===== config.mk =====
export PLATFORM = sky130hd
export DESIGN_NAME = pic_top
export DESIGN_NICKNAME = d
export VERILOG_FILES = /design/src/rtl/pic_pkg.sv /design/src/rtl/pic_top.sv /design/src/rtl/pic_readback.sv /design/src/rtl/pic.sv /design/src/rtl/irq_sync.sv
export SDC_FILE = /design/constraint.sdc
export NUM_CORES = 1
export LEC_CHECK = 0
export CORE_MARGIN = 5
export CORE_UTILIZATION = 50
export CTS_CLUSTER_DIAMETER = 80
export DETAILED_ROUTE_END_ITERATION = 6
export DONT_BUFFER_PORTS = 1
export SLEW_MARGIN = 20
export SYNTH_ARGS = -nofsm -noshare
export SYNTH_HDL_FRONTEND = slang
export SYNTH_SLANG_ARGS = --single-unit

===== constraint.sdc =====
create_clock -name clk -period 5.65 [get_ports clk]
set_input_delay 0 -clock clk [delete_from_list [all_inputs] [get_ports clk]]
set_output_delay 0 -clock clk [all_outputs]
set_load 0.01 [all_outputs]

===== src/rtl/pic_pkg.sv =====
`default_nettype none

package pic_pkg;

   // #########################################################
   // Sizes
   // #########################################################
   localparam int IRQW = 10;   // Interrupt lines
   localparam int LAW  = 32;   // Address and data width
   localparam int RAW  = 6;    // Register address width

   // #########################################################
   // Register map
   // #########################################################
   // Six word slots in the system register space
   localparam logic [RAW-1:0] REG_IRET   = 6'h08;   // Return PC
   localparam logic [RAW-1:0] REG_IMASK  = 6'h09;   // Mask, 1 blocks the line
   localparam logic [RAW-1:0] REG_ILAT   = 6'h0A;   // Latched requests
   localparam logic [RAW-1:0] REG_ILATST = 6'h0B;   // OR into ILAT
   localparam logic [RAW-1:0] REG_ILATCL = 6'h0C;   // Clear bits of ILAT
   localparam logic [RAW-1:0] REG_IPEND  = 6'h0D;   // Routines in service

   // #########################################################
   // Vector table
   // #########################################################
   // Line k jumps to IVT_BASE + IVT_STRIDE*k
   localparam logic [LAW-1:0] IVT_BASE   = 32'h0000_0040;
   localparam logic [LAW-1:0] IVT_STRIDE = 32'd4;   // One word per entry

endpackage

`default_nettype wire

===== src/rtl/pic_top.sv =====
`timescale 1ns/1ps
`default_nettype none

// Interrupt controller with input sync and register readback
module pic_top
   import pic_pkg::*;
(
   input  wire              clk,
   input  wire              nreset,
   input  wire  [IRQW-1:0]  ext_irq,        // Asynchronous lines
   // Register port
   input  wire              reg_write,
   input  wire              reg_read,
   input  wire  [RAW-1:0]   reg_addr,
   input  wire  [LAW-1:0]   reg_wdata,
   output logic [LAW-1:0]   reg_rdata,
   // Core side
   input  wire  [LAW-1:0]   pc_next,
   input  wire              rti,
   input  wire              global_irq_en,
   input  wire              ic_wait,
   output logic             flush,
   output logic             irq,
   output logic [LAW-1:0]   irq_addr
);

   logic [IRQW-1:0] irq_sync_q;   // Lines in clk domain
   logic [LAW-1:0]  iret_reg;
   logic [IRQW-1:0] imask_reg;
   logic [IRQW-1:0] ilat_reg;
   logic [IRQW-1:0] ipend_reg;

   irq_sync irq_sync_i (
      .clk        (clk),
      .nreset     (nreset),
      .irq_async  (ext_irq),
      .irq_sync_q (irq_sync_q)
   );

   pic pic_i (
      .clk           (clk),
      .nreset        (nreset),
      .reg_write     (reg_write),
      .reg_addr      (reg_addr),
      .reg_wdata     (reg_wdata),
      .ext_irq       (irq_sync_q),
      .pc_next       (pc_next),
      .rti           (rti),
      .global_irq_en (global_irq_en),
      .ic_wait       (ic_wait),
      .flush         (flush),
      .irq           (irq),
      .irq_addr      (irq_addr),
      .iret_reg      (iret_reg),
      .imask_reg     (imask_reg),
      .ilat_reg      (ilat_reg),
      .ipend_reg     (ipend_reg)
   );

   // Shares reg_addr with the write side
   pic_readback pic_readback_i (
      .clk       (clk),
      .nreset    (nreset),
      .reg_read  (reg_read),
      .reg_addr  (reg_addr),
      .iret_reg  (iret_reg),
      .imask_reg (imask_reg),
      .ilat_reg  (ilat_reg),
      .ipend_reg (ipend_reg),
      .reg_rdata (reg_rdata)
   );

endmodule

`default_nettype wire


===== src/rtl/pic_readback.sv =====
`timescale 1ns/1ps
`default_nettype none

// Register read mux with a registered result
module pic_readback
   import pic_pkg::*;
(
   input  wire              clk,
   input  wire              nreset,
   input  wire              reg_read,     // Read strobe
   input  wire  [RAW-1:0]   reg_addr,
   input  wire  [LAW-1:0]   iret_reg,
   input  wire  [IRQW-1:0]  imask_reg,
   input  wire  [IRQW-1:0]  ilat_reg,
   input  wire  [IRQW-1:0]  ipend_reg,
   output logic [LAW-1:0]   reg_rdata     // Valid the cycle after the read
);

   logic [LAW-1:0] rdata_mux;

   // Narrow registers padded with zeros
   always_comb
   begin
      case (reg_addr)
         REG_IRET   : rdata_mux = iret_reg;
         REG_IMASK  : rdata_mux = {{(LAW-IRQW){1'b0}}, imask_reg};
         REG_ILAT,
         REG_ILATST,
         REG_ILATCL : rdata_mux = {{(LAW-IRQW){1'b0}}, ilat_reg};   // Set/clear alias ILAT
         REG_IPEND  : rdata_mux = {{(LAW-IRQW){1'b0}}, ipend_reg};
         default    : rdata_mux = '0;   // Unmapped
      endcase
   end

   always_ff @(posedge clk or negedge nreset)
   begin
      if (!nreset)
         reg_rdata <= '0;
      else if (reg_read)
         reg_rdata <= rdata_mux;
   end

   // Data only moves on a read
   a_rdata_hold: assert property (
      @(posedge clk) disable iff (!nreset) !reg_read |=> $stable(reg_rdata)
   );

endmodule

`default_nettype wire


===== src/rtl/pic.sv =====
`timescale 1ns/1ps
`default_nettype none

// Nested interrupt controller with fixed priority, bit 0 highest
module pic
   import pic_pkg::*;
(
   input  wire              clk,
   input  wire              nreset,
   // Register write port
   input  wire              reg_write,
   input  wire  [RAW-1:0]   reg_addr,
   input  wire  [LAW-1:0]   reg_wdata,
   // Core side
   input  wire  [IRQW-1:0]  ext_irq,         // Already synchronized
   input  wire  [LAW-1:0]   pc_next,         // PC saved into IRET
   input  wire              rti,             // Return from interrupt
   input  wire              global_irq_en,
   input  wire              ic_wait,         // Core not ready to be interrupted
   output logic             flush,           // Pipeline flush pulse
   output logic             irq,             // Jump request
   output logic [LAW-1:0]   irq_addr,        // Valid while irq high
   // Register values for readback
   output logic [LAW-1:0]   iret_reg,
   output logic [IRQW-1:0]  imask_reg,
   output logic [IRQW-1:0]  ilat_reg,
   output logic [IRQW-1:0]  ipend_reg
);

   logic             wr_ilat;
   logic             wr_ilatst;
   logic             wr_ilatcl;
   logic             wr_imask;
   logic             wr_ipend;
   logic             wr_iret;

   logic [IRQW-1:0]  irq_shadow;     // Last cycle's lines
   logic [IRQW-1:0]  irq_event;      // Rising edges
   logic [IRQW-1:0]  ilat_next;
   logic [IRQW-1:0]  entry;          // Line being handed to the core
   logic [IRQW-1:0]  entry_take;     // Entry accepted this cycle
   logic [IRQW-1:0]  rti_clr;        // Lowest set IPEND bit
   logic [IRQW-1:0]  ipend_next;
   logic [IRQW-1:0]  masked_ilat;
   logic [IRQW-1:0]  ilat_prio_n;    // Some lower unmasked ILAT bit set
   logic [IRQW-1:0]  ipend_prio_n;   // Some IPEND bit at or below set
   logic [IRQW-1:0]  irq_select;
   logic [LAW-1:0]   ivt [IRQW];     // Vector table

   // #########################################################
   // Write decode
   // #########################################################
   assign wr_ilat   = reg_write && (reg_addr == REG_ILAT);
   assign wr_ilatst = reg_write && (reg_addr == REG_ILATST);
   assign wr_ilatcl = reg_write && (reg_addr == REG_ILATCL);
   assign wr_imask  = reg_write && (reg_addr == REG_IMASK);
   assign wr_ipend  = reg_write && (reg_addr == REG_IPEND);
   assign wr_iret   = reg_write && (reg_addr == REG_IRET);

   // #########################################################
   // Edge detection and ILAT
   // #########################################################
   always_ff @(posedge clk or negedge nreset)
   begin
      if (!nreset)
         irq_shadow <= '0;
      else
         irq_shadow <= ext_irq;
   end

   assign irq_event = ext_irq & ~irq_shadow;   // Low to high only

   // Core took the entry only when it was not waiting
   assign entry_take = entry & {IRQW{~ic_wait}};

   always_comb
   begin
      if (wr_ilat)
         ilat_next = reg_wdata[IRQW-1:0];
      else if (wr_ilatst)
         ilat_next = ilat_reg | reg_wdata[IRQW-1:0];
      else if (wr_ilatcl)
         ilat_next = ilat_reg & ~reg_wdata[IRQW-1:0];
      else
         ilat_next = ilat_reg & ~entry_take;   // Served request drops
      // An edge is never lost, not even to a software write
      ilat_next = ilat_next | irq_event;
   end

   always_ff @(posedge clk or negedge nreset)
   begin
      if (!nreset)
         ilat_reg <= '0;
      else
         ilat_reg <= ilat_next;
   end

   // #########################################################
   // IPEND
   // #########################################################
   // Innermost routine is the lowest set bit
   always_comb
   begin
      rti_clr[0] = ipend_reg[0];
      for (int i = 1; i < IRQW; i++)
         rti_clr[i] = ipend_reg[i] & ~ipend_prio_n[i-1];
   end

   // One nesting level unwinds per rti
   assign ipend_next = (ipend_reg & ~(rti_clr & {IRQW{rti}})) | entry_take;

   always_ff @(posedge clk or negedge nreset)
   begin
      if (!nreset)
         ipend_reg <= '0;
      else if (wr_ipend)
         ipend_reg <= reg_wdata[IRQW-1:0];
      else
         ipend_reg <= ipend_next;
   end

   // #########################################################
   // IMASK
   // #########################################################
   always_ff @(posedge clk or negedge nreset)
   begin
      if (!nreset)
         imask_reg <= '0;
      else if (wr_imask)
         imask_reg <= reg_wdata[IRQW-1:0];
   end

   // #########################################################
   // IRET
   // #########################################################
   always_ff @(posedge clk or negedge nreset)
   begin
      if (!nreset)
         iret_reg <= '0;
      else if (wr_iret)
         iret_reg <= reg_wdata;   // Software restore wins
      else if (flush)
         iret_reg <= pc_next;
   end

   // Arbitration
   // Vector per line from the table base
   for (genvar k = 0; k < IRQW; k++)
   begin : g_ivt
      assign ivt[k] = IVT_BASE + IVT_STRIDE * k;
   end

   assign masked_ilat = ilat_reg & ~imask_reg;

   // Both priority chains walk up from bit 0
   always_comb
   begin
      ilat_prio_n[0]  = 1'b0;             // Nothing outranks bit 0
      ipend_prio_n[0] = ipend_reg[0];
      for (int i = 1; i < IRQW; i++)
      begin
         ilat_prio_n[i]  = ilat_prio_n[i-1] | masked_ilat[i-1];
         ipend_prio_n[i] = ipend_prio_n[i-1] | ipend_reg[i];
      end
   end

   // No new pick while an entry is out so flush stays one cycle
   assign irq_select = masked_ilat & ~ilat_prio_n & ~ipend_prio_n
                     & {IRQW{global_irq_en}} & {IRQW{~irq}};

   assign flush = |irq_select;

   // Entry freezes while the core waits
   always_ff @(posedge clk or negedge nreset)
   begin
      if (!nreset)
         entry <= '0;
      else if (!ic_wait)
         entry <= irq_select;
   end

   assign irq = |entry;

   always_comb
   begin
      irq_addr = '0;
      for (int p = 0; p < IRQW; p++)
         irq_addr = irq_addr | ({LAW{entry[p]}} & ivt[p]);   // At most one hit
   end

   // Checks
   a_entry_onehot: assert property (
      @(posedge clk) disable iff (!nreset) $onehot0(entry)
   );

   // Top priority routine in service blocks everything
   a_no_flush_ipend0: assert property (
      @(posedge clk) disable iff (!nreset) ipend_reg[0] |-> !flush
   );

   a_ilat_known: assert property (
      @(posedge clk) disable iff (!nreset) !$isunknown(ilat_reg)
   );

endmodule

`default_nettype wire


===== src/rtl/irq_sync.sv =====
`timescale 1ns/1ps
`default_nettype none

// Brings the external interrupt levels into the clk domain
module irq_sync
   import pic_pkg::*;
(
   input  wire              clk,
   input  wire              nreset,
   input  wire  [IRQW-1:0]  irq_async,    // Raw lines from the pads
   output logic [IRQW-1:0]  irq_sync_q    // Safe to use in clk domain
);

   logic [IRQW-1:0] meta_q;   // First stage, may go metastable

   // Two flops per line
   always_ff @(posedge clk or negedge nreset)
   begin
      if (!nreset)
      begin
         meta_q     <= '0;
         irq_sync_q <= '0;
      end
      else
      begin
         meta_q     <= irq_async;
         irq_sync_q <= meta_q;   // Settled copy
      end
   end

endmodule

`default_nettype wire


==> flow_metrics.env, run 1 <==
export IMPL_cts_hold_buf=84
export IMPL_skew_ns=0.0107
export IMPL_core_um2=13800
export IMPL_crit_path_top_delay_cell="or2_2"
export IMPL_rsz0062_at_grt="no"
export IMPL_grt_pass1_vias=5820
export IMPL_ys_seq_elements=134
export IMPL_pwr_density_cell_nw_per_um2=371
export IMPL_wl_mm=18.9
export IMPL_clock_sinks=134
export IMPL_hold_ws_ns=0.0163
export IMPL_drive_above_1_share=0.0838
export IMPL_register_area_um2=3350
export IMPL_fill_cells=1201
export IMPL_r2r_cells=8
export IMPL_synth_xor_area_frac=0
export IMPL_area_growth_pct=20.9
export IMPL_cts_path_max_buffers=2
export IMPL_timing_fmax_mhz=252
export IMPL_multiInputGateArea_um2=2970
export IMPL_synthSimpleGateAreaFrac=0.191
export IMPL_dr_pass1_iters=5
export IMPL_leakage_nw=3.67
export IMPL_cts_tree="yes"
export IMPL_synth_adder_area_share=0
export IMPL_setup_viol=0
export IMPL_final_util=0.610
export IMPL_start_kind="flop"
export IMPL_ys_types=48
export IMPL_ir_worst_vdd_mv=0.234
export IMPL_drt_initial_drc_count=543
export IMPL_io_pins=153
export IMPL_portBuffers=0
export IMPL_ys_seq_area_frac=0.483
export IMPL_setup_tns_ns=0
export IMPL_fp_row_count=43
export IMPL_slew_violations=0
export IMPL_cts_root_buf="clkbuf_16"
export IMPL_timing_rr_end="pic_i.iret_reg[21]"
export IMPL_synth_compound_area_share=0.185
export IMPL_cap_violations=0
export IMPL_initial_core_util=0.504
export IMPL_vias_per_cell=5.68
export IMPL_n_antenna_cell=0
export IMPL_critPathMaxFanout=38
export IMPL_dp_hpwl_mm=12.6
export IMPL_place_congestion=0.869
export IMPL_grt_first_pass_wirelength_mm=30.3
export IMPL_grt_overflow_total=0
export IMPL_crit_chain="nor4_2 > and3_1 > buf_4 > nand4_2 > or2_2 > nand4_1 > o211ai_1 > dlygate4sd3_1"
export IMPL_worstPathRequired_ns=5.95
export IMPL_grt_max_degree=135
export IMPL_synth_warnings=0
export IMPL_syn_area_um2=6940
export IMPL_drc_errors=0
export IMPL_critPathLaunch="pic_i.entry[7]"
export IMPL_r2r_start="pic_i.entry[7]"
export IMPL_antenna_left=0
export IMPL_cts_clk_slew_worst_paths_ns=0.06
export IMPL_slowest_delay_ns=0.88
export IMPL_synth_top_family_by_area="simple AND/OR/NAND/NOR gates"
export IMPL_grt_use_total=0.233
export IMPL_cts_max_level=4
export IMPL_die_area_um2=16300
export IMPL_clock_latency_ns=0.42
export IMPL_hold_path_class="input port to flop"
export IMPL_nNetsFinal=909
export IMPL_endpoint="pic_i.iret_reg[21]"
export IMPL_fin_crit_ns=3.97
export IMPL_synth_edf_count=0
export IMPL_end_kind="flop"
export IMPL_synth_cells=770
export IMPL_cts_buffers=17
export IMPL_die_x_um=128
export IMPL_synthFlopType="dfrtp_1"
export IMPL_cts_resized=0
export IMPL_worst_pin_slew_ns=1.09
export IMPL_syn_area_per_cell_um2=9.02
export IMPL_path_class="flop to flop"
export IMPL_arrival_ns=4.27
export IMPL_r2r_setup_slack_ns=1.68
export IMPL_die_h_um=128
export IMPL_num_vias=5765
export IMPL_wire_per_inst_um=18.6
export IMPL_status="finished, final reports clean"
export IMPL_post_cts_buffers=0
export IMPL_hold_viol_final=0
export IMPL_antenna_found_initial=0
export IMPL_min_period_over_period=0.703
export IMPL_synthMuxAreaShare=0.0323
export IMPL_async_reset_ff_frac=1.00
export IMPL_slew_headroom=0.271
## logic make-up after synthesis
| group | after synthesis |
|---|---|
| AOI/OAI and AO/OA | 210 |
| DFF | 134 |
| buffers and inverters | 164 |
| other | 1 |
| and+or+nand+nor | 241 |
| muxes | 20 |
## how the worst min path moves through the flow
stage                           start                            to  depth (start not counted)
after floorplan                nreset      irq_sync_i.irq_sync_q[0]                          0
after global placement         nreset  pic_readback_i.reg_rdata[26]                          0
after detailed placement       nreset  pic_readback_i.reg_rdata[30]                          0
after CTS                         rti            pic_i.ipend_reg[7]                          3
after global routing      reg_addr[2]   pic_readback_i.reg_rdata[2]                          3
final                     reg_addr[2]   pic_readback_i.reg_rdata[2]                          3
## cells in the final DEF, fill, tap and decap left out, drive strengths merged, types with 10 or more instances in the layout
cell type	n
mux2	19
nor2	44
nand2	51
o32ai	10
clkbuf	21
o21ai	69
o211ai	32
nand2b	11
nand4	37
o22ai	10
dfrtp	134
nor3b	34
a222oi	10
nor2b	14
inv	83
dlygate4sd3	82
conb	27
a21oi	63
nand3	26
## report_power, final
part | internal (mW) | switching (mW) | leakage [nW] | total [mW]
Sequential | 1.11 | 0.108 | 1.69 | 1.22
Combinational | 0.341 | 0.366 | 1.68 | 0.707
Clock | 0.763 | 0.422 | 0.296 | 1.19
Total | 2.21 | 0.897 | 3.67 | 3.11
## cell usage after synthesis, types with 10 or more instances
| library cell | number | share of area |
|---|---|---|
| a222oi_1 | 10 | 0.014 |
| buf_4 | 28 | 0.030 |
| o21ai_0 | 60 | 0.043 |
| nor3b_1 | 34 | 0.037 |
| nor2_1 | 44 | 0.024 |
| a21oi_1 | 63 | 0.045 |
| nand2_1 | 51 | 0.028 |
| o211ai_1 | 32 | 0.035 |
| mux2_2 | 19 | 0.031 |
| nand2b_1 | 11 | 0.0099 |
| inv_1 | 81 | 0.044 |
| nand4_1 | 36 | 0.032 |
| nand3_1 | 26 | 0.019 |
| nor2b_1 | 14 | 0.013 |
| dfrtp_1 | 134 | 0.48 |
| o22ai_1 | 10 | 0.0090 |
| clkbuf_1 | 46 | 0.025 |
| o32ai_1 | 10 | 0.013 |
## metrics by stage
stage | instances | setup slack, ns | area (um^2) | power, mW
detailed placement | 899 | 2.10 | 6890 | 1.75
global route | 1015 | 1.40 | 8400 | 3.26
finish | 1015 | 1.68 | 8400 | 3.11
global placement | 899 | 2.23 | 6890 | 1.72
CTS | 1015 | 1.55 | 8390 | 3.12
floorplan | 796 | 3.50 | 7040 | 1.64
## worst max-delay path, delay by kind of cell (launching register included)
kind,cells,cell delay [ns]
AND/OR/NAND/NOR,5,2.36
AO/OA/AOI/OAI,1,0.12
buffers and inverters,2,0.96
flip-flops,1,0.40
## metal layers
layer  GRT usage  part of all wire
met5           0                 0
met4       0.104             0.034
met3      0.0554             0.070
met2       0.362              0.47
met1       0.311              0.43
## cell type report
cell class | count | area share
clock buffers | 21 | 0.0548
clock inverters | 11 | 0.0206
inverters | 82 | 0.0367
multi-input cells | 498 | 0.354
flip-flops and latches | 134 | 0.399
well taps | 180 | 0.0268
repair buffers | 89 | 0.108
(Power assumes the default switching activity.)
==> run 2: changes to the inputs <==
Settings changed: ABC_AREA set to 1, PLACE_DENSITY set to 0.68.
Clock period 5.65 ns to 3.4 ns, I/O delays scaled along.
==> run 2 against run 1 <==
Compared with the run above: the flow now finishes with violations (design-rule violations); clock-buffer cell count up 1; fmax up 42%; clock power up 44%; core utilization about the same; die area down 4.6%.
==> flow_metrics.env, run 2 <==
export IMPL_min_period_over_period=0.822
export IMPL_worst_pin_slew_ns=0.926
export IMPL_path_class="flop to flop"
export IMPL_initial_core_util=0.504
export IMPL_total_power_mw=4.34
export IMPL_grt_use_met2=0.384
export IMPL_pwr_density_cell_nw_per_um2=544
export IMPL_syn_area_per_cell_um2=8.45
export IMPL_end_kind="flop"
export IMPL_grt_pass1_vias=5854
export IMPL_cts_buffers=17
export IMPL_final_cell_mix="216 x nand2_1, 134 x dfrtp_1, 86 x o21ai_0, 82 x dlygate4sd3_1, 60 x inv_1"
export IMPL_io_pins=153
export IMPL_critical_path_most_common_cell="nand2_1"
export IMPL_cts_path_max_buffers=2
export IMPL_portBuffers=0
export IMPL_fin_crit_ns=2.79
export IMPL_grt_max_degree=135
export IMPL_antenna_found_initial=0
export IMPL_drive_above_1_share=0.0894
export IMPL_timing_rr_end="pic_i.iret_reg[31]"
export IMPL_wl_mm=18.5
export IMPL_die_h_um=125
export IMPL_min_delay_path_depth=3
export IMPL_synth_largest_area_cell="dfrtp_1"
export IMPL_cts_hold_buf=83
export IMPL_area_growth_pct=20.9
export IMPL_cts_clk_slew_worst_paths_ns=0.06
export IMPL_ir_worst_vdd_mv=0.389
export IMPL_synth_edf_count=0
export IMPL_cts_resized=0
export IMPL_die_x_um=125
export IMPL_setup_tns_ns=0
export IMPL_final_common_cell="nand2_1"
export IMPL_met3_usage=0.0682
export IMPL_antenna_left=0
export IMPL_synth_warnings=0
export IMPL_final_util=0.609
export IMPL_slew_headroom=0.381
export IMPL_cts_max_level=4
export IMPL_dpl_worst_slack_ns=0.709
export IMPL_syn_area_um2=6600
export IMPL_vias_per_cell=5.58
export IMPL_synth_cells=781
export IMPL_slew_violations=0
export IMPL_num_vias=5791
export IMPL_wire_per_inst_um=17.9
export IMPL_cp_top_family="simple AND/OR/NAND/NOR gates"
export IMPL_arrival_ns=3.09
export IMPL_busiest_layer="met2"
export IMPL_grt_first_pass_wirelength_mm=30.1
export IMPL_drt_initial_drc_count=672
export IMPL_worstPathRequired_ns=3.70
export IMPL_endpoint="pic_i.iret_reg[31]"
export IMPL_fill_cells=1092
export IMPL_nNetsFinal=935
export IMPL_n_antenna_cell=0
export IMPL_cts_tree="yes"
export IMPL_final_setup_worst_slack_ns=0.606
export IMPL_r2r_cells=12
export IMPL_violations="design-rule violations"
export IMPL_async_reset_ff_frac=1.00
export IMPL_rsz0062_at_grt="no"
export IMPL_clock_latency_ns=0.42
export IMPL_cp_depth=12
export IMPL_status="finished with violations"
export IMPL_cap_violations=0
export IMPL_synth_most_common_cell="nand2_1"
export IMPL_post_cts_buffers=0
export IMPL_dr_pass1_iters=7
export IMPL_cts_root_buf="clkbuf_16"
export IMPL_synth_common_cells="217 x nand2_1, 134 x dfrtp_1, 86 x o21ai_0"
export IMPL_clock_sinks=134
export IMPL_ys_types=35
export IMPL_ys_seq_elements=134
export IMPL_critPathLaunch="pic_i.imask_reg[1]"
export IMPL_start_kind="flop"
export IMPL_skew_ns=0.00674
export IMPL_r2r_start="pic_i.imask_reg[1]"
export IMPL_fp_row_count=42
export IMPL_leakage_nw=3.77
export IMPL_timing_fmax_mhz=358
export IMPL_setup_viol=0
export IMPL_synth_area_leaders="dfrtp_1 51%, nand2_1 12%, o21ai_0 6.5%"
export IMPL_critPathBufInv=1
export IMPL_grt_use_total=0.240
export IMPL_ys_seq_area_frac=0.508
export IMPL_critPathMaxFanout=33
export IMPL_dp_hpwl_mm=12.0
export IMPL_hold_viol_final=0
export IMPL_crit_chain="inv_1 > nand2_1 > nand3_1 > nor2_1 > nand3_1 > nand2_1 > nor2_1 > nand2_1 > nor2_4 > nand3_4 > nand2_1 > nand2_1"
export IMPL_crit_path_top_delay_cell="nor2_4"
export IMPL_hold_path_class="input port to flop"
export IMPL_r2r_setup_slack_ns=0.61
export IMPL_yosysTopAreaCellShare=0.508
export IMPL_die_area_um2=15600
export IMPL_placed_cell_area_um2=6580
export IMPL_grt_overflow_total=0
export IMPL_grtUsageMet1=0.311
export IMPL_slowest_delay_ns=0.62
export IMPL_core_um2=13100
export IMPL_drc_errors=1
export IMPL_place_congestion=0.949
export IMPL_final_area_um2=7970
export IMPL_synthFlopType="dfrtp_1"
## run 2: cell types whose count changed after synthesis, sizes merged, moves of 14 or more
cell and delta:
nand2 +168, a21oi -44, nor3b -32, o211ai -30, clkbuf -23, inv -20
nor2 +20, o21ai +17, nor2b -14
## run 2: through the flow
| stage | std cells | hold slack (ns) |
|---|---|---|
| after global placement | 922 | -0.292 |
| after detailed placement | 922 | -0.292 |
| after floorplan | 807 | -0.296 |
| final | 1037 | 0.0102 |
| after global routing | 1037 | 0.0162 |
| after CTS | 1037 | 0.000369 |
## run 2: worst reg2reg max path: cells and delay by family (launching register included)
kind,cells,cell delay (ns)
buf+inv,1,0.07
simple gates,11,2.20
flops,1,0.38
## run 2: how the worst min path moves through the flow
| stage | start | to | slack, ns |
|---|---|---|---|
| after floorplan | nreset | irq_sync_i.irq_sync_q[0] | -0.30 |
| after global placement | nreset | irq_sync_i.meta_q[1] | -0.29 |
| after detailed placement | nreset | irq_sync_i.meta_q[3] | -0.29 |
| after CTS | rti | pic_i.ipend_reg[9] | 0.0004 |
| after global routing | rti | pic_i.ipend_reg[9] | 0.02 |
| final | rti | pic_i.ipend_reg[9] | 0.01 |
## run 2: power breakdown
group,internal [mW],switching (mW)
Combinational,0.264,0.369
Sequential,1.83,0.169
Clock,1.03,0.678
Total,3.12,1.22
## run 2: metal layers
layer  vias up  share of wire  wire (um)
met5         -              0          0
met4         0          0.028        520
met3        46          0.082       1530
met2       259           0.48       8910
met1      2793           0.41       7560
li1       2693              -          -
## run 2: cells by family after synthesis
logic type | Yosys count | share of synthesized area
DFF | 134 | 0.508
buffers and inverters | 127 | 0.0927
other | 1 | 0.000568
muxes | 22 | 0.0376
AOI/OAI and AO/OA | 137 | 0.118
and+or+nand+nor | 360 | 0.243
## run 2: cell type report
class	count	area, um^2	area share
Tap cell	176	220	0.0276
Clock inverter	10	80.1	0.0100
Timing Repair Buffer	87	891	0.112
Inverter	62	233	0.0292
Multi-Input combinational cell	546	2730	0.343
Clock buffer	22	464	0.0582
Sequential cell	134	3350	0.421
==> run 3: changes to the inputs <==
Clock period 3.4 ns to 2.5 ns, I/O delays scaled along.
==> run 3 against run 2 <==
Compared with the run above: the run ends with negative hold slack left; first-iteration DRC count is 12% lower; cell area hardly changed; combinational power is 27% higher; routed wire length hardly changed; final cell count is 0.19% higher; clock skew is 0.00073 ns higher; worst hold slack worse by 0.74 ns; critical endpoint is now flush.
==> flow_metrics.env, run 3 (synthesis results as in run 2) <==
export IMPL_status="finished with violations"
export IMPL_violations="negative hold slack"
export IMPL_path_class="flop to output port"
export IMPL_pwr_density_cell_nw_per_um2=746
export IMPL_leakage_nw=3.76
export IMPL_setup_tns_ns=0
export IMPL_cts_resized=0
export IMPL_grt_overflow_total=0
export IMPL_fin_crit_ns=2.33
export IMPL_start_kind="flop"
export IMPL_cts_max_level=4
export IMPL_slew_violations=0
export IMPL_core_um2=13100
export IMPL_cts_root_buf="clkbuf_16"
export IMPL_register_area_um2=3350
export IMPL_antenna_left=0
export IMPL_area_growth_pct=21.0
export IMPL_slew_headroom=0.308
export IMPL_initial_core_util=0.504
export IMPL_rsz0062_at_grt="no"
export IMPL_wl_mm=18.5
export IMPL_place_congestion=0.917
export IMPL_drive_above_1_share=0.0916
export IMPL_p_seq_frac=0.454
export IMPL_num_vias=5777
export IMPL_hold_path_class="input port to asynchronous set/reset pin"
export IMPL_post_cts_buffers=0
export IMPL_fp_row_count=42
export IMPL_cts_buffers=17
export IMPL_pwr_share_clk=0.411
export IMPL_fill_cells=1127
export IMPL_cts_tree="yes"
export IMPL_hold_ws_ns=-0.729
export IMPL_portBuffers=0
export IMPL_timing_fmax_mhz=429
export IMPL_die_h_um=125
export IMPL_p_int_mw=4.33
export IMPL_drc_errors=0
export IMPL_arrival_ns=2.33
export IMPL_clock_latency_ns=0.42
export IMPL_clock_sinks=134
export IMPL_dr_pass1_iters=6
export IMPL_cts_hold_buf=82
export IMPL_vias_per_cell=5.56
export IMPL_min_period_over_period=0.932
export IMPL_drt_initial_drc_count=593
export IMPL_wire_per_inst_um=17.8
export IMPL_sw_frac_of_total=0.273
export IMPL_combPwrFrac=0.135
export IMPL_cts_clk_slew_worst_paths_ns=0.06
export IMPL_hold_viol_final=134
export IMPL_nNetsFinal=936
export IMPL_final_common_cell="nand2_1"
export IMPL_final_cell_mix="216 x nand2_1, 134 x dfrtp_1, 86 x o21ai_0, 82 x dlygate4sd3_1, 60 x inv_1"
export IMPL_grt_use_total=0.240
export IMPL_cap_violations=0
export IMPL_ir_worst_vdd_mv=0.502
export IMPL_antenna_found_initial=1
export IMPL_setup_viol=0
export IMPL_grt_first_pass_wirelength_mm=30.1
export IMPL_die_area_um2=15600
export IMPL_dp_hpwl_mm=12.0
export IMPL_p_sw_mw=1.62
export IMPL_skew_ns=0.00747
export IMPL_die_x_um=125
export IMPL_worst_pin_slew_ns=1.03
export IMPL_grt_pass1_vias=5869
export IMPL_io_pins=153
export IMPL_worstPathRequired_ns=2.50
export IMPL_cts_path_max_buffers=2
export IMPL_grt_max_degree=135
export IMPL_multiInputGateArea_um2=2730
export IMPL_critPathMaxFanout=6
export IMPL_end_kind="output port"
run 3: changes by cell type in the layout (fill, tap and decap cells not counted), sizes merged:
cell,before,now
diode,0,1
buf,5,6
inv,62,63
clkbuf,22,19
bufinv,1,2
clkinvlp,2,3
run 3: cell type report:
type | count | share of cell area
Sequential cell | 134 | 0.420
Clock inverter | 13 | 0.0163
Multi-Input combinational cell | 546 | 0.342
Tap cell | 176 | 0.0276
Antenna cell | 1 | 0.000314
Clock buffer | 19 | 0.0555
Inverter | 62 | 0.0292
Timing Repair Buffer | 88 | 0.108
run 3: worst paths after layout:
path,start,endpoint,slack [ns],depth (start not counted)
setup / recovery,pic_i.entry[3],flush,0.17,9
hold / removal,nreset,pic_i.entry[2],-0.73,0
setup reg to reg,pic_i.entry[3],pic_i.iret_reg[13],0.26,11
hold reg to reg,irq_sync_i.meta_q[2],irq_sync_i.irq_sync_q[2],0.35,0
max in group asynchronous,nreset,pic_i.irq_shadow[9],3.01,0
min in group clk,global_irq_en,pic_i.entry[6],0.04,4
run 3: stage by stage:
stage	std cells	instance area [um^2]	setup slack, ns	total power, mW	utilization
after floorplan	807	6700	0.796	3.24	-
after global placement	924	6580	0.371	3.35	0.503
after detailed placement	924	6580	0.322	3.38	0.503
after CTS	1038	7980	0.190	5.96	0.610
final	1039	7980	0.170	5.95	0.610
after global routing	1039	7980	0.0575	6.22	0.610
run 3: worst max-delay path: stages, from the launching register on:
cell and delay [ns]:
dfrtp_1 0.44, nor2_1 0.23, nand3_2 0.15, inv_1 0.09
nand2_1 0.19, nor2_1 0.32, nand3_1 0.17, nand4_1 0.12
nor2_1 0.05, nand4_1 0.15
run 3: routing by layer:
layer / GRT usage / share of wire / vias up / routed length, um
li1: - / - / 2692 / -
met1: 0.310 / 0.42 / 2788 / 7780
met2: 0.383 / 0.48 / 249 / 8930
met3: 0.0617 / 0.070 / 48 / 1310
met4: 0.107 / 0.028 / 0 / 525
met5: 0 / 0 / - / 0
run 3: power groups by stage:
stage / Clock [mW] / Combinational (mW) / Sequential [mW]
floorplan: 0 / 0.584 / 2.66
global placement: 0 / 0.628 / 2.72
detailed placement: 0 / 0.656 / 2.73
CTS: 2.47 / 0.790 / 2.69
global route: 2.57 / 0.918 / 2.73
finish: 2.44 / 0.805 / 2.70
